### config.mk
export PLATFORM = sky130hd
export DESIGN_NAME = rx_timed_ctrl
export DESIGN_NICKNAME = d
export VERILOG_FILES = /design/src/verilog/rx_ctrl_pkg.sv /design/src/verilog/rx_timed_ctrl.sv /design/src/verilog/rx_sequencer.sv /design/src/verilog/rx_cmd_regs.sv /design/src/verilog/sync_fifo.sv
export SDC_FILE = /design/constraint.sdc
export NUM_CORES = 2
export LEC_CHECK = 0
export ABC_AREA = 0
export BUFFER_PORTS_ARGS = -buffer_cell sky130_fd_sc_hd__clkbuf_2
export CAP_MARGIN = 20
export CORE_MARGIN = 5
export CORE_UTILIZATION = 67
export DETAILED_ROUTE_END_ITERATION = 7
export GPL_TIMING_DRIVEN = 0
export PLACE_DENSITY = 0.84
export RECOVER_POWER = 25
export REMOVE_ABC_BUFFERS = 1
export SYNTH_ARGS = -nofsm -noshare
export SYNTH_HDL_FRONTEND = slang
export SYNTH_HIERARCHICAL = 1
export SYNTH_SLANG_ARGS = --single-unit
export TNS_END_PERCENT = 100
### constraint.sdc
create_clock -name clk -period 22.1 [get_ports clk]
set_input_delay 3.315 -clock clk [delete_from_list [all_inputs] [get_ports clk]]
set_output_delay 3.315 -clock clk [all_outputs]
set_load 0.03 [all_outputs]
### src/verilog/rx_ctrl_pkg.sv
// ==========================================================================
// Shared types and constants for the timed receive control block.
// A command is 96 bits wide: three flag bits, a 29-bit line count and
// a 64-bit start time. The command register word holds the upper 32 bits.
// Sample entries carry FLAGS_W flag bits above the time stamp.
// ==========================================================================
`default_nettype none

package rx_ctrl_pkg;

   localparam int TIME_W  = 64;
   localparam int FLAGS_W = 5;
   localparam int LINES_W = 29;

   // Command as queued; the top word matches the command register
   typedef struct packed {
      logic               send_imm;
      logic               chain;
      logic               reload;
      logic [LINES_W-1:0] num_lines;
      logic [TIME_W-1:0]  start_time;
   } rx_cmd_t;

   // Error states keep bit 2 set
   typedef enum logic [2:0] {
      IDLE         = 3'd0,
      WAITING      = 3'd1,
      RUNNING      = 3'd2,
      OVERRUN      = 3'd4,
      BROKEN_CHAIN = 3'd5,
      LATE_CMD     = 3'd6,
      ZERO_LEN     = 3'd7
   } seq_state_t;

   // Bit positions inside the entry flag field
   localparam int FLAG_DONE    = 0;
   localparam int FLAG_LATE    = 1;
   localparam int FLAG_BROKEN  = 2;
   localparam int FLAG_OVERRUN = 3;
   localparam int FLAG_ZEROLEN = 4;

   // Wishbone word offsets
   localparam logic [1:0] REG_CMD     = 2'd0;
   localparam logic [1:0] REG_TIME_HI = 2'd1;
   localparam logic [1:0] REG_TIME_LO = 2'd2;
   localparam logic [1:0] REG_STATUS  = 2'd3;

endpackage

`default_nettype wire
### src/verilog/rx_timed_ctrl.sv
// ==========================================================================
// Timed receive control, top level.
// Software queues stream commands over Wishbone; the sequencer gates the
// DSP strobe by time and fills the sample queue that the framer drains.
// Entry layout from the top: flags, 64-bit time stamp, sample.
// The status register reports at most 8 bits of command queue count.
// ==========================================================================
`timescale 1ns/100ps
`default_nettype none

module rx_timed_ctrl
   import rx_ctrl_pkg::*;
#(
   parameter int SAMPLE_W     = 32,
   parameter int CMD_DEPTH    = 16,
   parameter int SAMPLE_DEPTH = 16
) (
   input  wire                                 clk,
   input  wire                                 rst_i,
   input  wire                                 wb_cyc_i,
   input  wire                                 wb_stb_i,
   input  wire                                 wb_we_i,
   input  wire  [1:0]                          wb_adr_i,
   input  wire  [31:0]                         wb_dat_i,
   output logic [31:0]                         wb_dat_o,
   output logic                                wb_ack_o,
   input  wire  [TIME_W-1:0]                   time_i,
   input  wire                                 strobe_i,
   input  wire  [SAMPLE_W-1:0]                 sample_i,
   output logic                                run_o,
   output logic                                overrun_o,
   output logic [FLAGS_W+TIME_W+SAMPLE_W-1:0]  entry_o,
   output logic                                entry_valid_o,
   input  wire                                 entry_ready_i
);

   typedef struct packed {
      logic [FLAGS_W-1:0]  flags;
      logic [TIME_W-1:0]   stamp;
      logic [SAMPLE_W-1:0] sample;
   } entry_t;

   rx_cmd_t                          reg_cmd;
   logic                             reg_push;
   logic                             reg_ready;
   logic [$clog2(CMD_DEPTH+1)-1:0]   cmd_count;
   rx_cmd_t                          head_cmd;
   logic                             head_valid;
   logic                             head_ready;
   seq_state_t                       seq_state;
   entry_t                           seq_entry;
   logic                             seq_valid;
   logic                             seq_ready;
   entry_t                           out_entry;

   rx_cmd_regs #(
      .CMD_DEPTH (CMD_DEPTH)
   ) u_regs (
      .clk         (clk),
      .rst_i       (rst_i),
      .wb_cyc_i    (wb_cyc_i),
      .wb_stb_i    (wb_stb_i),
      .wb_we_i     (wb_we_i),
      .wb_adr_i    (wb_adr_i),
      .wb_dat_i    (wb_dat_i),
      .wb_dat_o    (wb_dat_o),
      .wb_ack_o    (wb_ack_o),
      .cmd_o       (reg_cmd),
      .cmd_push_o  (reg_push),
      .cmd_ready_i (reg_ready),
      .cmd_count_i (cmd_count),
      .state_i     (seq_state)
   );

   // Command queue
   sync_fifo #(
      .payload_t (rx_cmd_t),
      .DEPTH     (CMD_DEPTH)
   ) u_cmd_fifo (
      .clk          (clk),
      .rst_i        (rst_i),
      .push_data_i  (reg_cmd),
      .push_valid_i (reg_push),
      .push_ready_o (reg_ready),
      .pop_data_o   (head_cmd),
      .pop_valid_o  (head_valid),
      .pop_ready_i  (head_ready),
      .count_o      (cmd_count)
   );

   rx_sequencer #(
      .SAMPLE_W (SAMPLE_W)
   ) u_seq (
      .clk           (clk),
      .rst_i         (rst_i),
      .cmd_i         (head_cmd),
      .cmd_valid_i   (head_valid),
      .cmd_ready_o   (head_ready),
      .time_i        (time_i),
      .strobe_i      (strobe_i),
      .sample_i      (sample_i),
      .run_o         (run_o),
      .overrun_o     (overrun_o),
      .state_o       (seq_state),
      .entry_data_o  (seq_entry),
      .entry_valid_o (seq_valid),
      .entry_ready_i (seq_ready)
   );

   // Sample queue towards the framer
   sync_fifo #(
      .payload_t (entry_t),
      .DEPTH     (SAMPLE_DEPTH)
   ) u_sample_fifo (
      .clk          (clk),
      .rst_i        (rst_i),
      .push_data_i  (seq_entry),
      .push_valid_i (seq_valid),
      .push_ready_o (seq_ready),
      .pop_data_o   (out_entry),
      .pop_valid_o  (entry_valid_o),
      .pop_ready_i  (entry_ready_i),
      .count_o      ()
   );

   assign entry_o = out_entry;

endmodule

`default_nettype wire

### src/verilog/rx_sequencer.sv
// ==========================================================================
// Timed receive sequencer.
// Takes the head command while idle, waits for its start time (or starts
// at once for send_imm) and passes DSP strobes into the sample queue.
// Start is exact: time_i must step through start_time or the command
// is reported late. Reload only applies to chained commands.
// Flag-only entries carry a zero sample and the time of the write.
// A strobe that meets a full queue is lost and ends the stream.
// ==========================================================================
`timescale 1ns/100ps
`default_nettype none

module rx_sequencer
   import rx_ctrl_pkg::*;
#(
   parameter int SAMPLE_W = 32
) (
   input  wire                                    clk,
   input  wire                                    rst_i,
   input  wire rx_cmd_t                           cmd_i,
   input  wire                                    cmd_valid_i,
   output logic                                   cmd_ready_o,
   input  wire  [TIME_W-1:0]                      time_i,
   input  wire                                    strobe_i,
   input  wire  [SAMPLE_W-1:0]                    sample_i,
   output logic                                   run_o,
   output logic                                   overrun_o,
   output seq_state_t                             state_o,
   output logic [FLAGS_W+TIME_W+SAMPLE_W-1:0]     entry_data_o,
   output logic                                   entry_valid_o,
   input  wire                                    entry_ready_i
);

   seq_state_t          state_q;
   rx_cmd_t             cur_q;
   logic [LINES_W-1:0]  lines_left_q;
   logic                time_now;
   logic                time_late;
   logic                go;
   logic                too_late;
   logic                full;
   logic                last_line;
   logic                next_zero;
   logic [FLAGS_W-1:0]  flags;
   logic [SAMPLE_W-1:0] entry_sample;

   // Time compare against the loaded command
   assign time_now  = (time_i == cur_q.start_time);
   assign time_late = (time_i > cur_q.start_time);
   assign go        = time_now | cur_q.send_imm;
   assign too_late  = time_late & ~cur_q.send_imm;

   assign full      = ~entry_ready_i;
   assign last_line = (lines_left_q == LINES_W'(1));
   // A queued zero-line command tells a chain to stop here
   assign next_zero = cmd_valid_i & (cmd_i.num_lines == '0);

   assign run_o     = (state_q == RUNNING);
   assign overrun_o = (state_q == OVERRUN);
   assign state_o   = state_q;

   always_comb
   begin
      flags = '0;
      // Done unless the stream continues seamlessly into more lines
      flags[FLAG_DONE]    = run_o & last_line & (~cur_q.chain | next_zero);
      flags[FLAG_LATE]    = (state_q == LATE_CMD);
      flags[FLAG_BROKEN]  = (state_q == BROKEN_CHAIN);
      flags[FLAG_OVERRUN] = (state_q == OVERRUN);
      flags[FLAG_ZEROLEN] = (state_q == ZERO_LEN);
   end

   always_comb
   begin
      case (state_q)
         RUNNING:      entry_valid_o = strobe_i;
         OVERRUN,
         BROKEN_CHAIN,
         LATE_CMD,
         ZERO_LEN:     entry_valid_o = 1'b1;
         default:      entry_valid_o = 1'b0;
      endcase
   end

   assign entry_sample = run_o ? sample_i : '0;
   assign entry_data_o = {flags, time_i, entry_sample};

   // Pop while idle, or at the last line of a chained command
   assign cmd_ready_o = cmd_valid_i &
                        ((state_q == IDLE) |
                         (run_o & strobe_i & ~full & last_line & cur_q.chain));

   always_ff @(posedge clk)
   begin
      if (rst_i)
      begin
         state_q      <= IDLE;
         cur_q        <= '0;
         lines_left_q <= '0;
      end
      else
      begin
         case (state_q)
            IDLE:
            begin
               if (cmd_valid_i)
               begin
                  cur_q        <= cmd_i;
                  lines_left_q <= cmd_i.num_lines;
                  state_q      <= (cmd_i.num_lines == '0) ? ZERO_LEN : WAITING;
               end
            end
            WAITING:
            begin
               if (go)
               begin
                  state_q <= RUNNING;
               end
               else if (too_late)
               begin
                  state_q <= LATE_CMD;
               end
            end
            RUNNING:
            begin
               if (strobe_i & full)
               begin
                  state_q <= OVERRUN;
               end
               else if (strobe_i)
               begin
                  lines_left_q <= lines_left_q - 1'b1;
                  if (last_line)
                  begin
                     if (~cur_q.chain)
                     begin
                        state_q <= IDLE;
                     end
                     else if (cmd_valid_i)
                     begin
                        // Next command follows without a new time check
                        cur_q        <= cmd_i;
                        lines_left_q <= cmd_i.num_lines;
                        if (next_zero)
                        begin
                           state_q <= IDLE;
                        end
                     end
                     else if (cur_q.reload)
                     begin
                        lines_left_q <= cur_q.num_lines;
                     end
                     else
                     begin
                        state_q <= BROKEN_CHAIN;
                     end
                  end
               end
            end
            OVERRUN,
            BROKEN_CHAIN,
            LATE_CMD,
            ZERO_LEN:
            begin
               // Flag entry goes out once the queue has room
               if (entry_ready_i)
               begin
                  state_q <= IDLE;
               end
            end
            default:
            begin
               state_q <= IDLE;
            end
         endcase
      end
   end

endmodule

`default_nettype wire

### src/verilog/rx_cmd_regs.sv
// ==========================================================================
// Wishbone classic slave holding the receive command registers.
// Ack rises one cycle after cyc/stb and lasts exactly one cycle; the
// master must hold its request until ack. Writes take effect in the
// ack cycle. A time-low write pushes {command, time-high, wb_dat_i}
// into the command queue; if the queue is full the command is dropped
// and cmd_lost is set until software writes the status register.
// Status: [2:0] sequencer state, [15:8] queue count, [16] cmd_lost.
// ==========================================================================
`timescale 1ns/100ps
`default_nettype none

module rx_cmd_regs
   import rx_ctrl_pkg::*;
#(
   parameter int CMD_DEPTH = 16
) (
   input  wire                              clk,
   input  wire                              rst_i,
   input  wire                              wb_cyc_i,
   input  wire                              wb_stb_i,
   input  wire                              wb_we_i,
   input  wire  [1:0]                       wb_adr_i,
   input  wire  [31:0]                      wb_dat_i,
   output logic [31:0]                      wb_dat_o,
   output logic                             wb_ack_o,
   output rx_cmd_t                          cmd_o,
   output logic                             cmd_push_o,
   input  wire                              cmd_ready_i,
   input  wire  [$clog2(CMD_DEPTH+1)-1:0]   cmd_count_i,
   input  wire seq_state_t                  state_i
);

   logic          ack_q;
   logic [31:0]   cmd_q;
   logic [31:0]   time_hi_q;
   logic [31:0]   time_lo_q;
   logic          cmd_lost_q;
   logic          req;
   logic          wr_en;
   logic [7:0]    count_b;
   logic [31:0]   status;
   logic [31:0]   rd_mux;

   assign req      = wb_cyc_i & wb_stb_i;
   assign wr_en    = ack_q & req & wb_we_i;
   assign wb_ack_o = ack_q;

   assign count_b = 8'(cmd_count_i);
   assign status  = {15'd0, cmd_lost_q, count_b, 5'd0, state_i};

   // Low time word comes straight from the bus because the register updates later
   assign cmd_o      = {cmd_q, time_hi_q, wb_dat_i};
   assign cmd_push_o = wr_en & (wb_adr_i == REG_TIME_LO);

   always_comb
   begin
      case (wb_adr_i)
         REG_CMD:     rd_mux = cmd_q;
         REG_TIME_HI: rd_mux = time_hi_q;
         REG_TIME_LO: rd_mux = time_lo_q;
         default:     rd_mux = status;
      endcase
   end

   // Ack lasts one cycle and never comes back to back
   always_ff @(posedge clk)
   begin
      if (rst_i)
      begin
         ack_q <= 1'b0;
      end
      else
      begin
         ack_q <= req & ~ack_q;
      end
   end

   // Read data is sampled in the request cycle and held through ack
   always_ff @(posedge clk)
   begin
      if (req & ~ack_q)
      begin
         wb_dat_o <= rd_mux;
      end
   end

   always_ff @(posedge clk)
   begin
      if (rst_i)
      begin
         cmd_q      <= '0;
         time_hi_q  <= '0;
         time_lo_q  <= '0;
         cmd_lost_q <= 1'b0;
      end
      else
      begin
         if (wr_en)
         begin
            case (wb_adr_i)
               REG_CMD:     cmd_q <= wb_dat_i;
               REG_TIME_HI: time_hi_q <= wb_dat_i;
               REG_TIME_LO: time_lo_q <= wb_dat_i;
               default:     cmd_lost_q <= 1'b0;
            endcase
         end
         // Command dropped because the queue is full
         if (cmd_push_o & ~cmd_ready_i)
         begin
            cmd_lost_q <= 1'b1;
         end
      end
   end

endmodule

`default_nettype wire

### src/verilog/sync_fifo.sv
// ==========================================================================
// Synchronous FIFO with a type-parameter payload.
// Valid/ready on both sides; a word moves when both are high.
// Pop data comes straight from the storage array, so a word pushed at
// a rising edge is visible on the pop side in the next cycle.
// Push while full and pop while empty are refused through the ready
// and valid outputs.
// ==========================================================================
`timescale 1ns/100ps
`default_nettype none

module sync_fifo #(
   parameter type payload_t = logic [31:0],
   parameter int  DEPTH     = 16
) (
   input  wire                          clk,
   input  wire                          rst_i,
   input  wire payload_t                push_data_i,
   input  wire                          push_valid_i,
   output logic                         push_ready_o,
   output payload_t                     pop_data_o,
   output logic                         pop_valid_o,
   input  wire                          pop_ready_i,
   output logic [$clog2(DEPTH+1)-1:0]   count_o
);

   localparam int AW = (DEPTH > 1) ? $clog2(DEPTH) : 1;
   localparam int CW = $clog2(DEPTH + 1);

   payload_t        mem [DEPTH];
   logic [AW-1:0]   wr_ptr_q;
   logic [AW-1:0]   rd_ptr_q;
   logic [CW-1:0]   count_q;
   logic            push_fire;
   logic            pop_fire;

   assign push_ready_o = (count_q != CW'(DEPTH));
   assign pop_valid_o  = (count_q != '0);
   assign push_fire    = push_valid_i & push_ready_o;
   assign pop_fire     = pop_valid_o & pop_ready_i;
   assign pop_data_o   = mem[rd_ptr_q];
   assign count_o      = count_q;

   always_ff @(posedge clk)
   begin
      if (push_fire)
      begin
         mem[wr_ptr_q] <= push_data_i;
      end
   end

   // Pointers wrap explicitly so DEPTH need not be a power of two
   always_ff @(posedge clk)
   begin
      if (rst_i)
      begin
         wr_ptr_q <= '0;
         rd_ptr_q <= '0;
         count_q  <= '0;
      end
      else
      begin
         if (push_fire)
         begin
            wr_ptr_q <= (wr_ptr_q == AW'(DEPTH - 1)) ? '0 : wr_ptr_q + 1'b1;
         end
         if (pop_fire)
         begin
            rd_ptr_q <= (rd_ptr_q == AW'(DEPTH - 1)) ? '0 : rd_ptr_q + 1'b1;
         end
         if (push_fire & ~pop_fire)
         begin
            count_q <= count_q + 1'b1;
         end
         else if (pop_fire & ~push_fire)
         begin
            count_q <= count_q - 1'b1;
         end
      end
   end

endmodule

`default_nettype wire

# Word-level counts from Yosys, hierarchy flattened
# Memory sizes are Yosys's and may differ from the RTL's. A register that Yosys moved wholly into a read port is not among the register bits.
# Cells that the tools add are included.
# W data, S select, Z words.
# totals
ram_bits	3152
latch_bits	0
romBits	0
elab_cells	165
memories	2
reg_bits	284
inputBits	137
# memory_table
memory	words	word_bits	read_ports	rd_clocked_by_memory_dff	wr	line	source
u_sample_fifo.mem	16	101	1	1	1	sync_fifo.sv:30	payload_t mem [DEPTH];
u_cmd_fifo.mem	16	96	1	1	1	sync_fifo.sv:30	
# op_classes
addsub	9
n_div	0
bitwise_logic	36
multipliers	0
n_mux	50
eq_ne	29
reduce_logical	19
n_lt_le_gt_ge	1
n_shift	0
# op_table
op	count
$mux W96	6
$mux W29	7
$pmux W96 S2	1
$pmux W32 S3	1
$eq A64 B64 Y1	1
$gt A64 B64 Y1	1
$pmux W29 S2	1
$mux W3	12
$mux W32	1
$mux W4	8
$eq A29 B1 Y1 const B	1
$logic_not A29 Y1	1
$sub A29 B1 Y29 const B	1
$and A1 B1 Y1	24
$mux W5	4
$ne A5 B5 Y1 const B	4
$add A4 B1 Y4 const B	4
$eq A4 B4 Y1 const B	4
$reduce_and A7 Y1	2
$eq A3 B3 Y1 const B	4
$ne A2 B2 Y1 const B	6
$pmux W3 S4	1
$add A5 B1 Y5 const B	2
$reduce_bool A5 Y1	2
20 further kinds	45

# Logic depth before layout (Yosys ltp)
# depth
word_depth	11
depth_mapped	17
depth_no_buf	16

# Cells and area by module
# The synthesis kept the hierarchy.
# modules_own_cells
module	area_each_um2	cells_per_inst	n_inst
sync_fifo at u_sample_fifo	61096.1	2574	1
sync_fifo at u_cmd_fifo	58128.2	2454	1
rx_sequencer	8423.1	1154	1
rx_cmd_regs	5883.1	513	1

# Worst setup path after synthesis
# OpenSTA, ideal clock, no wires.
# synth_path
kind	input to register
from	input wb_adr_i[0]
to	memory u_cmd_fifo/mem[1][0] (netlist name) (enable)
stages	8
n_path_buf	3
setup_slack_ns	7.172
t_required_ns	21.280
t_arrival_ns	14.109
path_cell_list	buf_4 > nor2b_1 > buf_2 > nand2_2 > buf_4 > inv_1 > o21ai_4 > nor4b_1
# synth_via
elab_chain_cells	5
# synth_rtl
item	line	source
start, declared	rx_timed_ctrl.sv:23	input wire [1:0] wb_adr_i,
$eq A2 B2 Y1	rx_cmd_regs.sv:54	assign cmd_push_o = wr_en & (wb_adr_i == REG_TIME_LO);
$and A1 B1 Y1	rx_cmd_regs.sv:54	
named net reg_push	rx_timed_ctrl.sv:44	logic reg_push;
$and A1 B1 Y1	sync_fifo.sv:39	assign push_fire = push_valid_i & push_ready_o;
$mux W1	sync_fifo.sv:46	if (push_fire)
$mux W1 (not written as such)	sync_fifo.sv:48	mem[wr_ptr_q] <= push_data_i;
end, declared	sync_fifo.sv:30	
# The timed path passes the listed nets, and every way through them passes these cells.

==> metrics.yaml <==
die:
  die_w_um: 456.4
  io_pins: 274
  die_y_um: 456.4
  num_rows: 163
  core_mm2: 0.1978
  start_util_pct: 67.50
  dieArea_mm2: 0.2083
drt:
  ant_nets: 0
  wl_um: 394800
  first_iter_violations: 14060
  avgRoutedWirePerCell_um: 39.26
  first_pass_iters: 8
  vias: 75984
  vias_per_cell: 7.556
  drc: 25
synthesis:
  yosys.area_share.simple_pct: 3.250
  synth_top_flop_cell: "edfxtp_1"
  synth.area.mux_share_pct: 14.40
  synth.area.top_cells: "edfxtp_1 72%, mux4_2 13%, dfxtp_1 3.9%, a22oi_1 2.2%, nand2_1 1.3%"
  yosysSeqAreaShare_pct: 75.50
  async_flop_share_pct: 0
  yosys.area.top_type: "edfxtp_1"
  synth_top_cell_area_share_pct: 71.60
  synth.avg_cell_area_um2: 19.94
  synth-xor-area-share_pct: 0.2099
  synth_edf_count: 3184
  synth-seq-cells: 3444
  synth_compound_area_share_pct: 3.769
  synth_cell_types: 76
  synth_fa_ha_area_share_pct: 0.8171
  yosysWarnings: 6
  synthCells: 6695
  netlist_area_mm2: 0.1335
  synth_top_family_by_area: "multiplexers"
clocking:
  clock_sinks: 3444
  cts_max_path_buffers: 4
  clk_pin_slew_ns: 0.06
  clkLatencyLatePin_ns: 0.96
  numCtsBuffers: 339
  htreeDepth: 5
  cts_hold_buf: 0
  cts_setup_buffers: 0
  cts_resized: 0
  root_buffer: "clkbuf_16"
  cts_tree: "done"
layout:
  area_delta_synth_final_pct: 13.47
  multi_input_area_mm2: 0.03019
  register_area_mm2: 0.1008
  layout-drive-gt1-share_pct: 25.13
  nets: 7356
  final_cell_area_mm2: 0.1515
  final_cell_mix: "3184 x edfxtp_1, 797 x mux4_2, 475 x nand2_1, 396 x a22oi_1, 349 x clkbuf_16"
  n_fill_cell: 9285
  layout.cells.most_common: "edfxtp_1"
flow_run:
  maxCapViolations: 0
sta:
  worst_pin_slew_ns: 1.323
  final-setup-viol-count: 0
  slew_violations: 0
  hold_viol: 0
  layout_setup_ws_ns: 14.45
  clock_skew_ns: 0.05620
  fin_crit_sh_pct: 34.63
  relSlewSlack_pct: 10.96
  fmax_mhz: 130.7
  rsz0062_at_grt: "false"
  whs_ns: 0.4569
  fin_crit_ns: 7.653
place:
  gp_congestion: 0.8369
  dpl_cell_area_mm2: 0.1407
  hpwl_um: 207200
  numPortBuffers: 273
  place_ws_ns: 13.99
setup_path:
  cp-start-kind: "flop"
  critical_path.max_fanout: 41
  worstSetupPathType: "reg2out"
  r2r_cells: 17
  required_ns: 18.78
  crit_arrival_ns: 4.34
  endpoint_kind: "output port"
global_routing:
  track_usage_pct: 37.63
  grt_pass1_wl_um: 558800
  grt_max_degree: 118
  grt_pass1_vias: 77386
  antenna_found_initial: 32
  gr-total-overflow: 0
min_path:
  hold_class: "reg2reg"
  hold-path-cell-count: 2
power:
  p_per_area_mw_per_mm2: 98.95
  irDropWorstVdd_v: 0.00009539
  p_leak_nw: 46.52
outcome:
  violations: "design-rule violations"
  status: "finished, violations left"
-- where the power goes --
part,switching [mW],internal (mW)
combinational,1.17,0.753
clock,2.49,3.31
sequential,0.0836,7.19
-- layer usage --
layer  global-route usage (%)  vias up  part of all wire (%)
li1                         -    28161                     -
met1                    47.68    38145                    30
met2                    60.62     7887                    49
met3                    8.832     1781                    13
met4                    21.93       10                   7.2
met5                        0        -                 0.014
-- synthesized netlist by cell type (31+ instances only) --
| cell | n |
|---|---|
| a21oi_1 | 169 |
| a22oi_1 | 396 |
| and2_1 | 62 |
| buf_2 | 102 |
| buf_4 | 104 |
| clkbuf_1 | 229 |
| dfxtp_1 | 260 |
| edfxtp_1 | 3184 |
| ha_1 | 84 |
| inv_1 | 92 |
| mux2i_1 | 126 |
| mux4_2 | 797 |
| nand2_1 | 475 |
| nand2b_1 | 133 |
| nor2_1 | 70 |
| nor3_1 | 31 |
| o21ai_0 | 57 |
-- sequential cells by signal, indices dropped and copies added (netlist names), named ones only --
signal                  cells
u_sample_fifo/mem        1616
u_cmd_fifo/mem           1536
u_seq/cur_q                96
u_regs/cmd_q               32
u_regs/time_hi_q           32
u_regs/time_lo_q           32
u_regs/wb_dat_o            32
u_seq/lines_left_q         29
u_cmd_fifo/count_o          5
u_sample_fifo/count_o       5
u_cmd_fifo/rd_ptr_q         4
u_cmd_fifo/wr_ptr_q         4
u_sample_fifo/rd_ptr_q      4
u_sample_fifo/wr_ptr_q      4
u_seq/state_o               3
u_regs/cmd_lost_q           1
u_regs/wb_ack_o             1
-- logic make-up (layout without fill, tap and decap cells) --
kind of cell	Yosys count	after routing
AND/OR/NAND/NOR	906	906
other	0	27
buffers and inverters	567	1261
XOR/XNOR	32	32
adder cells (fa/ha/maj)	86	86
multiplexers	925	925
AO/OA/AOI/OAI	735	735
flip-flops	3444	3444
-- area by class of cell --
cell class,count,share of cell area (%)
Clock inverter,135,0.9496
Tap cell,2640,2.180
Clock buffer,462,6.176
Timing Repair Buffer,569,3.939
Multi-Input combinational cell,2684,19.92
Sequential cell,3444,66.55
Inverter,95,0.2419
Antenna cell,27,0.04459
-- final timing paths --
kind	start	to	slack, ns
setup / recovery	flop	entry_o[24]	14.45
setup reg to reg	u_seq/state_o[1]	u_cmd_fifo/count_o[4]	15.28
hold / removal	u_seq/cur_q[75]	u_seq/cur_q[75]	0.46
hold reg to reg	u_seq/cur_q[75]	u_seq/cur_q[75]	0.46
-- worst max-delay path: stages, from the launching register on --
cell and delay [ns]:
dfxtp_4 0.82, buf_16 0.36, buf_16 0.36, buf_16 0.35, buf_16 0.30, mux4_2 0.58, a22oi_1 0.23, nand2_1 0.08
clkbuf_2 0.18
-- metrics by stage --
step / utilization, % / cells / TNS, ns / power (mW)
floorplan: - / 6223 / 0 / 9.177
global placement: 68.66 / 9136 / -7898.95 / 9.961
detailed placement: 71.12 / 9428 / 0 / 9.212
CTS: 76.58 / 10025 / 0 / 14.97
global route: 76.58 / 10048 / 0 / 15.38
finish: 76.59 / 10056 / 0 / 14.99
(Power assumes the default switching activity.)
